<file path="config.mk">
export PLATFORM = sky130hd
export DESIGN_NAME = lsuPipeline
export DESIGN_NICKNAME = d
export VERILOG_FILES = /design/src/lsuPkg.sv /design/src/lsuPipeline.sv
export VERILOG_INCLUDE_DIRS = /design/src
export SDC_FILE = /design/constraint.sdc
export NUM_CORES = 1
export LEC_CHECK = 0
export ABC_AREA = 0
export BUFFER_PORTS_ARGS = -buffer_cell sky130_fd_sc_hd__buf_2
export CAP_MARGIN = 20
export CORE_MARGIN = 2
export CORE_UTILIZATION = 48
export CTS_BUF_LIST = sky130_fd_sc_hd__clkbuf_8
export CTS_CLUSTER_SIZE = 12
export DETAILED_ROUTE_END_ITERATION = 8
export GPL_TIMING_DRIVEN = 0
export PLACE_DENSITY = 0.95
export SLEW_MARGIN = 15
export SYNTH_ARGS = -nofsm -noshare
export SYNTH_HDL_FRONTEND = slang
export SYNTH_SLANG_ARGS = --single-unit
</file>
<file path="constraint.sdc">
create_clock -name clk -period 9.1 [get_ports clk]
set_input_delay 1.365 -clock clk [delete_from_list [all_inputs] [get_ports clk]]
set_output_delay 1.365 -clock clk [all_outputs]
set_load 0.005 [all_outputs]
</file>
<file path="src/lsu_macros.svh">
// load/store unit parameters: widths, cache geometry and request queue depth
`ifndef LSU_MACROS_SVH
`define LSU_MACROS_SVH

// word address and data
`define LSU_ADDR_W 16
`define LSU_DATA_W 32
`define LSU_MASK_W (`LSU_DATA_W / 8)
`define LSU_ID_W 4

// cache geometry
`define LSU_LINE_WORDS 4
`define LSU_SETS 16
`define LSU_WAYS 2
`define LSU_QUEUE_DEPTH 4

// derived widths
`define LSU_OFF_W $clog2(`LSU_LINE_WORDS)
`define LSU_IDX_W $clog2(`LSU_SETS)
`define LSU_WAY_W $clog2(`LSU_WAYS)
`define LSU_TAG_W (`LSU_ADDR_W - `LSU_IDX_W - `LSU_OFF_W)
`define LSU_WIDX_W (`LSU_IDX_W + `LSU_OFF_W)
`define LSU_LINE_W (`LSU_ADDR_W - `LSU_OFF_W)

`endif

</file>
<file path="src/lsuPkg.sv">
// shared types of the load/store unit: requests, results, tag and data writes, memory bus
`include "lsu_macros.svh"

package lsuPkg;

    typedef enum logic {
        opLoad,
        opStore
    } lsuOp_e;

    typedef enum logic [2:0] {
        stInit,
        stIdle,
        stWriteback,
        stFillReq,
        stFill,
        stFlushScan,
        stFlushWb
    } ctrlState_e;

    typedef enum logic [1:0] {
        memNone,
        memFill,
        memWriteback
    } memCmd_e;

    typedef struct packed {
        logic                   valid;
        lsuOp_e                 op;
        logic [`LSU_ID_W-1:0]   id;
        logic [`LSU_ADDR_W-1:0] addr;
        logic [`LSU_DATA_W-1:0] data;
        logic [`LSU_MASK_W-1:0] mask;
    } lsuReq_t;

    typedef struct packed {
        logic                   valid;
        logic [`LSU_ID_W-1:0]   id;
        logic [`LSU_DATA_W-1:0] data;
    } lsuRes_t;

    // line address is {tag, set}
    typedef struct packed {
        memCmd_e                cmd;
        logic [`LSU_LINE_W-1:0] lineAddr;
        logic                   wvalid;
        logic [`LSU_DATA_W-1:0] wdata;
    } memReq_t;

    typedef struct packed {
        logic                   rvalid;
        logic [`LSU_DATA_W-1:0] rdata;
    } memRes_t;

    typedef struct packed {
        logic                  valid;
        logic                  dirty;
        logic [`LSU_TAG_W-1:0] tag;
    } tagEntry_t;

    typedef struct packed {
        tagEntry_t [`LSU_WAYS-1:0] way;
    } tagSet_t;

    typedef struct packed {
        logic                  valid;
        logic [`LSU_IDX_W-1:0] set;
        logic [`LSU_WAY_W-1:0] way;
        tagEntry_t             entry;
    } tagWrite_t;

    // idx is {set, word offset}
    typedef struct packed {
        logic                   valid;
        logic [`LSU_WAY_W-1:0]  way;
        logic [`LSU_WIDX_W-1:0] idx;
        logic [`LSU_DATA_W-1:0] data;
        logic [`LSU_MASK_W-1:0] mask;
    } dataWrite_t;

    typedef struct packed {
        logic                  valid;
        logic [`LSU_IDX_W-1:0] set;
        logic [`LSU_WAY_W-1:0] way;
        logic [`LSU_TAG_W-1:0] newTag;
        logic [`LSU_TAG_W-1:0] victimTag;
        logic                  victimDirty;
    } missReq_t;

endpackage

</file>
<file path="src/lsuPipeline.sv">
// two-stage lookup pipeline: array read, hit check, load results, store writes and misses
`include "lsu_macros.svh"

module lsuPipeline
    import lsuPkg::*;
(
    input  logic                                  clk,
    input  logic                                  rst,
    input  lsuReq_t                               inReq,
    output logic                                  pop,
    input  logic                                  hold,
    output logic [`LSU_IDX_W-1:0]                 tagRdIdx,
    input  tagSet_t                               tagSet,
    output tagWrite_t                             tagWr,
    output logic [`LSU_WIDX_W-1:0]                dataRdAddr,
    input  logic [`LSU_WAYS-1:0][`LSU_DATA_W-1:0] dataRdData,
    output dataWrite_t                            dataWr,
    output missReq_t                              miss,
    input  logic                                  missDone,
    output logic                                  idle,
    output lsuRes_t                               res
);

    lsuReq_t s0;
    lsuReq_t s1;
    missReq_t missQ;
    logic [`LSU_WAY_W-1:0] rrWay;
    logic [`LSU_WAY_W-1:0] hitWay;
    logic [`LSU_WAY_W-1:0] victimWay;
    logic [`LSU_TAG_W-1:0] s1Tag;
    logic [`LSU_IDX_W-1:0] s1Set;
    logic hit;
    logic victimFound;
    logic s1Done;
    logic s1Free;
    logic s0Move;

    assign s1Tag = s1.addr[`LSU_ADDR_W-1 -: `LSU_TAG_W];
    assign s1Set = s1.addr[`LSU_OFF_W +: `LSU_IDX_W];

    // hit search and victim choice, first invalid way before round robin
    always_comb begin
        hit = 1'b0;
        hitWay = '0;
        victimFound = 1'b0;
        victimWay = rrWay;
        for (int w = 0; w < `LSU_WAYS; w++) begin
            if (tagSet.way[w].valid && tagSet.way[w].tag == s1Tag) begin
                hit = 1'b1;
                hitWay = w[`LSU_WAY_W-1:0];
            end
            if (!tagSet.way[w].valid && !victimFound) begin
                victimFound = 1'b1;
                victimWay = w[`LSU_WAY_W-1:0];
            end
        end
    end

    // stage 1 data is stale while a miss is pending
    assign s1Done = s1.valid && !missQ.valid && hit;
    assign s1Free = !s1.valid || s1Done;
    assign s0Move = s0.valid && s1Free;
    assign pop = inReq.valid && !hold && (!s0.valid || s1Free);

    // replay re-reads the missed entry in the missDone cycle
    assign dataRdAddr = missDone ? s1.addr[`LSU_WIDX_W-1:0] : s0.addr[`LSU_WIDX_W-1:0];
    assign tagRdIdx = dataRdAddr[`LSU_WIDX_W-1 -: `LSU_IDX_W];

    always_ff @(posedge clk) begin
        if (rst) begin
            s0.valid <= 1'b0;
            s1.valid <= 1'b0;
            missQ.valid <= 1'b0;
            rrWay <= '0;
        end else begin
            if (pop) begin
                s0 <= inReq;
            end else if (s0Move) begin
                s0.valid <= 1'b0;
            end
            if (s0Move) begin
                s1 <= s0;
            end else if (s1Done) begin
                s1.valid <= 1'b0;
            end
            if (missDone) begin
                missQ.valid <= 1'b0;
            end else if (s1.valid && !missQ.valid && !hit) begin
                missQ <= '{valid: 1'b1, set: s1Set, way: victimWay, newTag: s1Tag,
                           victimTag: tagSet.way[victimWay].tag,
                           victimDirty: tagSet.way[victimWay].valid && tagSet.way[victimWay].dirty};
                if (!victimFound) begin
                    rrWay <= rrWay + 1'b1;
                end
            end
        end
    end

    always_comb begin
        res.valid = s1Done && (s1.op == opLoad);
        res.id = s1.id;
        res.data = dataRdData[hitWay];

        // store hit writes the word and marks the line dirty
        tagWr.valid = s1Done && (s1.op == opStore);
        tagWr.set = s1Set;
        tagWr.way = hitWay;
        tagWr.entry = '{valid: 1'b1, dirty: 1'b1, tag: s1Tag};

        dataWr.valid = tagWr.valid;
        dataWr.way = hitWay;
        dataWr.idx = s1.addr[`LSU_WIDX_W-1:0];
        dataWr.data = s1.data;
        dataWr.mask = s1.mask;
    end

    assign miss = missQ;
    assign idle = !s0.valid && !s1.valid;

    // the refilled line must hit on replay
    assert property (@(posedge clk) disable iff (rst)
        missDone |-> miss.valid ##1 s1Done);

endmodule

</file>
==> flow_summary.ini, run 1 <==
[status]
status = finished clean

[setup_path]
cp_cell_sequence = buf_2 -> xnor2_1 -> nand3_1 -> nor3_1 -> nor2_1 -> nor3b_1 -> buf_4 -> buf_2
cp_num_buf_inv = 3
startpoint_type = input pin
critPathTopFamily = simple AND/OR/NAND/NOR gates
arrival_ns = 3.39
critPathSlowestCell = nor3_1
slowest_delay_ns = 0.53
critPathCaptureType = output pin
cpMostUsedCell = buf_2
critPathRequiredTime_ns = 7.74
cp_num_cells = 8
crit_fanout = 3
crit_type = in -> out
reg2reg_depth = 7

[timing]
slew_violations = 0
maxSlewHeadroom_pct = 52.8
finalCriticalPeriod_ns = 4.75
setup_tns_ns = 0
fmaxAchievable_ghz = 0.210
hold_violations = 0
finalSetupViolCount = 0
post-route-period-util_pct = 52.2
finClkSkew_ns = 0.0170
rsz0062_at_grt = false
setup_slack_ns = 4.35
tightest_slew_ns = 0.707

[cells_and_area]
nets = 816
final_common_cell = buf_2
area_growth_pct = 36.3
final_cell_mix = buf_2 (284), edfxtp_1 (140), buf_4 (69)
drive_gt1_share_pct = 64.1

[die]
fp-row-count = 40
fp.dieW_um = 114
die_h_um = 114
die_area_um2 = 13100
ios = 288
start_util_pct = 49.0
core_area_um2 = 12000

[cts]
clock_latency_ns = 0.43
cts_hold_buffers = 0
cts_buffers = 17
h-tree-depth = 4
cts-root-buf = clkbuf_8
cts.repair.resized = 0
post_cts_buffers = 0
cts_tree = built
cts_sinks = 144
cts.path.max_buffers = 2
path_clk_slew_ns = 0.08

[synthesis]
synth-async-reset-ratio_pct = 0
ys_ff_latch = 144
synth_flop_cell = edfxtp_1
synth_seq_area_share_pct = 73.1
avgSynthCellArea_um2 = 16.5
yosys_warnings = 0
syn-cell-area_um2 = 5860
ys_types = 29
synth_edf_count = 140
syn-instance-count = 356

[placement]
gp_congestion = 0.866
dp_hpwl_um = 11300
portBuffers = 284
pre_cts_slack_ns = 4.35

[route]
route.detailed.drc = 0
wl_per_cell_um = 17.1
wirelength_um = 14200
vias = 3946
drt.antenna.violating_nets = 0
drt_iter0_drc = 185
avgViaCountPerCell = 4.76
firstDrtPassIters = 6

[global_route]
grt_pass1_wl_um = 19700
grt_pass1_vias = 3925
antenna_found_initial = 3
overflow = 0
grt_usage_pct = 20.8
grt_max_degree = 27

[flow_run]
max_cap_violations = 0

[pwr]
p_per_area_nw_per_um2 = 166
ir_drop_mv = 0.146
power_leakage_uw = 0.00340

[worst_hold_path]
min_path_type = reg -> reg
hold_depth = 0
-- registers in the layout, indices dropped and copies added, names as in the netlist --
name / flops
s0: 58
dataWr: 42
miss: 27
tagWr: 10
res: 4
s1: 2
rrWay: 1
-- report_power, final --
group | internal (µW) | switching [µW]
Combinational | 56.7 | 46.8
Clock | 204 | 273
Sequential | 741 | 6.17
-- worst reg2reg max path, delay by kind of cell, from the launching register on --
family          cells  cell delay (ns)
xor+xnor            1             0.33
flops               1             0.49
compound gates      2             0.87
simple gates        2             0.30
buf+inv             2             0.48
-- layer usage --
| metal | share of wire (%) | vias up | global-route usage [%] |
|---|---|---|---|
| met5 | 0 | - | 0 |
| met4 | 3.7 | 0 | 11.1 |
| met3 | 7.0 | 39 | 6.35 |
| met2 | 56 | 205 | 40.5 |
| met1 | 33 | 1848 | 18.8 |
| li1 | - | 1854 | - |
-- cell type report --
class,count,area [µm²]
well taps,147,184
inverters,3,11.3
clock buffers,17,234
fillers,842,3980
flip-flops and latches,144,4280
diodes,3,7.51
clock inverters,15,144
plain buffers,75,563
repair buffers,290,1530
multi-input cells,135,1030
-- synthesized netlist by cell type, types with 4 or more instances --
library cell | instances | area share [%]
nand3_1 | 4 | 0.34
dfxtp_1 | 4 | 1.4
nand2_1 | 31 | 2.0
xnor2_1 | 20 | 3.0
buf_4 | 69 | 8.8
edfxtp_1 | 140 | 72
nand4_1 | 8 | 0.85
nor3_1 | 7 | 0.60
mux2_2 | 36 | 6.9
nor2_1 | 7 | 0.45
-- worst paths after layout --
path,to,startpoint,slack [ns]
worst max-delay path,tagWr[17],tagSet[19],4.35
worst min-delay path,tagWr[4],s0[46],0.42
worst min register to register,tagWr[4],s0[46],0.42
worst max register to register,s0[5],tagWr[7],6.34
-- through the flow --
stage | util [%] | hold WS (ns) | std cells | total power, µW | area, µm²
finish | 66.8 | 0.423 | 829 | 1330 | 7990
global route | 66.7 | 0.431 | 828 | 1370 | 7980
CTS | 66.7 | 0.421 | 826 | 1340 | 7980
detailed placement | 63.5 | 0.405 | 794 | 866 | 7600
global placement | 62.4 | 0.400 | 788 | 862 | 7470
floorplan | - | 0.400 | 357 | 803 | 5860
-- cells by family (layout without fill, tap and decap cells) --
group | count (synthesis) | in the layout | synth area share (%)
xor gates and xnor gates | 20 | 20 | 2.99
AOI/OAI and AO/OA | 8 | 8 | 1.03
other | 1 | 5 | 0.0640
muxes | 40 | 40 | 7.67
DFF | 144 | 144 | 73.1
and+or+nand+nor | 65 | 65 | 5.32
buffers and inverters | 78 | 400 | 9.80
No activity file was read; power rests on OpenSTA's default activity.
==> run 2: changes to the inputs <==
==> constraint.sdc (replaced) <==
create_clock -name clk -period 4.5 [get_ports clk]
set_input_delay 0.675 -clock clk [delete_from_list [all_inputs] [get_ports clk]]
set_output_delay 0.675 -clock clk [all_outputs]
set_load 0.005 [all_outputs]
==> run 2 against run 1 <==
Net effect: first-iteration DRC count is 28% lower; non-clock buffer count is 1 lower; via count is 0.18% lower; register-to-register slack worse by 4.9 ns; largest cell class unchanged; worst setup slack worse by 3.2 ns; flip-flop and latch count stayed put; routed wire length is 1.5% higher; cell area hardly changed; critical path type is now reg -> out.
==> flow_summary.ini, run 2 (same netlist as run 1, synthesis figures left out) <==
[setup_path]
crit_fanout = 4
reg2reg_depth = 7
slowest_delay_ns = 0.49
crit_type = reg -> out
startpoint_type = flop
cp_cell_sequence = xnor2_1 -> nand3_1 -> nor3_1 -> nor2_1 -> nor3b_1 -> buf_4 -> buf_2
cp_num_buf_inv = 2
arrival_ns = 2.64
critPathCaptureType = output pin
critPathRequiredTime_ns = 3.83
cp_num_cells = 7
critPathTopFamily = simple AND/OR/NAND/NOR gates
critPathSlowestCell = edfxtp_1

[global_route]
antenna_found_initial = 7
overflow = 0
grt_pass1_wl_um = 20100
grt_usage_pct = 21.5
grt_pass1_vias = 4127
grt_max_degree = 28

[cts]
cts_hold_buffers = 0
cts_buffers = 17
h-tree-depth = 4
path_clk_slew_ns = 0.08
cts.path.max_buffers = 2
cts_tree = built
clock_latency_ns = 0.44
cts.repair.resized = 0
cts-root-buf = clkbuf_8
cts_sinks = 144
post_cts_buffers = 0

[timing]
hold_slack_ns = 0.418
slew_violations = 0
tightest_slew_ns = 0.850
setup_tns_ns = 0
post-route-period-util_pct = 73.7
maxSlewHeadroom_pct = 43.3
fmaxAchievable_ghz = 0.302
finClkSkew_ns = 0.0220
finalSetupViolCount = 0
finalCriticalPeriod_ns = 3.32
rsz0062_at_grt = false
hold_violations = 0

[die]
ios = 288
die_area_um2 = 13100
fp-row-count = 40
core_area_um2 = 12000
die_h_um = 114
fp.dieW_um = 114
start_util_pct = 49.0

[cells_and_area]
nets = 815
register_area_um2 = 4280
drive_gt1_share_pct = 64.0
fin_area_um2 = 7980
largest_register_ffs = 58
final_common_cell = buf_2
nFillCells = 846
multi_input_area_um2 = 1030
fin_util_pct = 66.7
area_growth_pct = 36.2
largest-register = s0
final_cell_mix = buf_2 (284), edfxtp_1 (140), buf_4 (69)

[placement]
dp_hpwl_um = 11300
portBuffers = 284
gp_congestion = 0.860
placed_cell_area_um2 = 7580

[route]
avgViaCountPerCell = 4.74
drt.antenna.violating_nets = 0
drt_iter0_drc = 133
vias = 3939
wirelength_um = 14400
route.detailed.drc = 0
firstDrtPassIters = 4
wl_per_cell_um = 17.3

[worst_hold_path]
min_path_type = in -> reg
hold_depth = 1

[flow_run]
max_cap_violations = 0

[status]
status = finished clean

[pwr]
power_leakage_uw = 0.00339
p_per_area_nw_per_um2 = 338
ir_drop_mv = 0.276
==> run 2: worst paths after layout <==
| check | from | end | slack [ns] |
|---|---|---|---|
| max | tagWr[7] | tagWr[17] | 1.18 |
| min | inReq[13] | s0[13] | 0.42 |
| max reg2reg | tagWr[6] | s0[52] | 1.42 |
| min reg2reg | s0[46] | tagWr[4] | 0.42 |
==> run 2: cell type report <==
cell class	count	share of cell area, %
Antenna cell	6	0.188
Timing Repair Buffer	289	18.9
Inverter	3	0.141
Clock inverter	15	1.88
Tap cell	147	2.30
Multi-Input combinational cell	135	12.9
Sequential cell	144	53.7
Clock buffer	17	2.93
Buffer	75	7.05
==> run 2: worst reg2reg max path: stages, from the launching register on <==
cell,delay (ns)
edfxtp_1,0.52
xnor2_1,0.28
nand4_1,0.12
nor3_1,0.25
o21bai_1,0.29
a311oi_4,0.85
buf_6,0.29
buf_8,0.18
==> run 2: stage by stage <==
step	setup WS (ns)	power [µW]	cells
global placement	-1.12	1740	788
global route	0.960	2800	830
finish	1.18	2700	831
CTS	1.13	2730	825
floorplan	0.220	1620	357
detailed placement	1.13	1750	793
==> run 2: power by group <==
group / switching [µW] / leakage, µW / total, µW / internal (µW)
Combinational: 94.2 / 0.00189 / 208 / 114
Clock: 524 / 0.000189 / 980 / 456
Sequential: 12.5 / 0.00131 / 1510 / 1500
==> run 2: layer usage <==
metal / track usage (%) / vias up / part of all wire [%]
met5: 0 / - / 0.090
met4: 12.8 / 2 / 4.1
met3: 7.04 / 36 / 7.2
met2: 41.7 / 211 / 57
met1: 18.8 / 1835 / 32
li1: - / 1855 / -
==> run 3: changes to the inputs <==
--- a/config.mk
+++ b/config.mk
@@ -6,7 +6,7 @@
 export SDC_FILE = /design/constraint.sdc
 export NUM_CORES = 1
 export LEC_CHECK = 0
-export ABC_AREA = 0
+export ABC_AREA = 1
 export BUFFER_PORTS_ARGS = -buffer_cell sky130_fd_sc_hd__buf_2
 export CAP_MARGIN = 20
 export CORE_MARGIN = 2
@@ -15,7 +15,7 @@
 export CTS_CLUSTER_SIZE = 12
 export DETAILED_ROUTE_END_ITERATION = 8
 export GPL_TIMING_DRIVEN = 0
-export PLACE_DENSITY = 0.95
+export PLACE_DENSITY = 0.94
 export SLEW_MARGIN = 15
 export SYNTH_ARGS = -nofsm -noshare
 export SYNTH_HDL_FRONTEND = slang
==> constraint.sdc (replaced) <==
create_clock -name clk -period 3.4 [get_ports clk]
set_input_delay 0.51 -clock clk [delete_from_list [all_inputs] [get_ports clk]]
set_output_delay 0.51 -clock clk [all_outputs]
set_load 0.005 [all_outputs]
==> run 3 against run 2 <==
Net effect: routed wire length up 11%; largest power group unchanged; utilization down 1.2 points; critical endpoint unchanged; via count up 18%; largest cell class unchanged; register-to-register slack worse by 0.71 ns.
==> flow_summary.ini, run 3 <==
[status]
status = finished clean

[synthesis]
synth_seq_area_share_pct = 69.8
syn-instance-count = 526
synth.most_common_cell = nand2_1
yosys_warnings = 0
avgSynthCellArea_um2 = 11.7
synth_flop_cell = edfxtp_1
syn-cell-area_um2 = 6130
ys_types = 27
synth_top_area_share_pct = 68.5
synth-async-reset-ratio_pct = 0
yosys.area.top_type = edfxtp_1
synth_area_leaders = edfxtp_1 (69%), nand2_1 (11%), buf_4 (8.4%), inv_1 (2.4%), nor2_1 (1.7%)
synth_edf_count = 140
synth_common_cells = nand2_1 (180), edfxtp_1 (140), buf_4 (69)
ys_ff_latch = 144

[global_route]
grt_busiest_layer = met2
grt_pass1_vias = 4434
grt_usage_pct = 22.7
overflow = 0
gr-usage-met1_pct = 21.0
grtUsageMet2_pct = 43.0
grt_max_degree = 32
grt_util_met3_pct = 8.96
antenna_found_initial = 4
grt_pass1_wl_um = 22200

[timing]
slew_violations = 0
rsz0062_at_grt = false
fmaxAchievable_ghz = 0.359
maxSlewHeadroom_pct = 49.4
tightest_slew_ns = 0.757
finalCriticalPeriod_ns = 2.78
finalSetupViolCount = 0
post-route-period-util_pct = 81.9
finClkSkew_ns = 0.0128
setup_tns_ns = 0
hold_violations = 0

[die]
die_h_um = 117
core_area_um2 = 12600
fp-row-count = 41
die_area_um2 = 13700
ios = 288
start_util_pct = 48.8
fp.dieW_um = 117

[placement]
dp_hpwl_um = 12500
gp_congestion = 0.882
portBuffers = 284
dp.cells = 986

[cts]
post_cts_buffers = 0
cts_buffers = 17
cts.path.max_buffers = 2
path_clk_slew_ns = 0.09
clock_latency_ns = 0.43
cts_hold_buffers = 0
h-tree-depth = 4
cts_sinks = 144
cts_tree = built
cts-root-buf = clkbuf_8
cts.repair.resized = 0

[setup_path]
cp_cell_sequence = inv_1 -> or2_1 -> nand4_1 -> nor2_2 -> nand3_4 -> nand2_1 -> nand2_1 -> nor2_1 -> buf_4 -> buf_2
r2r_slack_ns = 0.71
critPathCaptureType = output pin
slowest_delay_ns = 0.47
startpoint_type = flop
crit_type = reg -> out
arrival_ns = 2.27
critPathRequiredTime_ns = 2.89
critPathSlowestCell = edfxtp_1
cpMostUsedCell = nand2_1
crit_fanout = 7

[cells_and_area]
final_cells = 1021
nFillCells = 941
final_cell_mix = buf_2 (288), nand2_1 (180), edfxtp_1 (140)
drive_gt1_share_pct = 48.8
area_growth_pct = 34.3
final_common_cell = buf_2
largest_register_ffs = 58
nets = 983
largest-register = s0

[route]
avgViaCountPerCell = 4.55
firstDrtPassIters = 5
wl_per_cell_um = 15.7
wirelength_um = 16000
drt.antenna.violating_nets = 0
route.detailed.drc = 0
vias = 4643
drt_iter0_drc = 286

[worst_hold_path]
min_path_type = in -> reg

[pwr]
power_leakage_uw = 0.00389
power_uw = 3500
ir_drop_mv = 0.413
p_per_area_nw_per_um2 = 425

[flow_run]
max_cap_violations = 0
run 3: cell types whose count changed in the layout (fill, tap and decap cells not counted), moves of 4 or more:
cell     previous run  this run
inv_1               3        40
inv_2               0         5
nand2_1            31       180
a21oi_1             0         4
nand3_1             4         8
buf_2             284       288
nor2_1              7        25
nor3_1              7         1
mux2_2             36         0
xnor2_1            20         1
o21ai_0             1        13
nand2_2             0        10
run 3: power by group:
part | switching, µW | leakage (µW) | internal, µW
Combinational | 142 | 0.00240 | 141
Sequential | 15.7 | 0.00131 | 1980
Clock | 647 | 0.000179 | 571
run 3: metal layers:
metal / part of all wire (%) / routed length, µm
met5: 0.081 / 13
met2: 54 / 8740
met1: 33 / 5260
met4: 2.8 / 457
met3: 9.8 / 1570
run 3: final cells by class:
type	instances	area [µm²]	share of cell area [%]
well taps	172	215	2.61
plain buffers	78	588	7.14
flip-flops and latches	144	4280	52.0
diodes	3	7.51	0.0911
multi-input cells	260	1120	13.6
clock buffers	17	234	2.84
repair buffers	287	1500	18.2
clock inverters	15	120	1.46
inverters	45	171	2.08
run 3: logic make-up (layout without fill, tap and decap cells):
family	count (synthesis)	after routing	synth area share [%]
XOR/XNOR	1	1	0.143
buffers and inverters	123	442	12.4
other	1	5	0.0611
AO/OA/AOI/OAI	21	21	1.88
flip-flops	144	144	69.8
AND/OR/NAND/NOR	236	236	15.7
run 3: final timing paths:
kind	from	endpoint	depth (start not counted)
min	inReq[12]	s0[12]	1
max	tagWr[7]	tagWr[17]	10
min reg2reg	s0[9]	dataWr[9]	0
max reg2reg	tagWr[4]	s0[49]	10
run 3: critical path: cells and delay by family, from the launching register on:
kind / cells / cell delay (ns)
buffers and inverters: 3 / 0.37
flip-flops: 1 / 0.47
AND/OR/NAND/NOR: 7 / 1.01
run 3: stage by stage:
step / worst slack [ns] / cell area, µm² / util (%) / hold slack, ns
floorplan: 0.209 / 6140 / - / 0.400
global placement: -0.766 / 7780 / 61.9 / 0.400
detailed placement: 0.532 / 7880 / 62.7 / 0.405
CTS: 0.544 / 8230 / 65.5 / 0.214
global route: 0.441 / 8240 / 65.5 / 0.208
finish: 0.616 / 8240 / 65.5 / 0.243
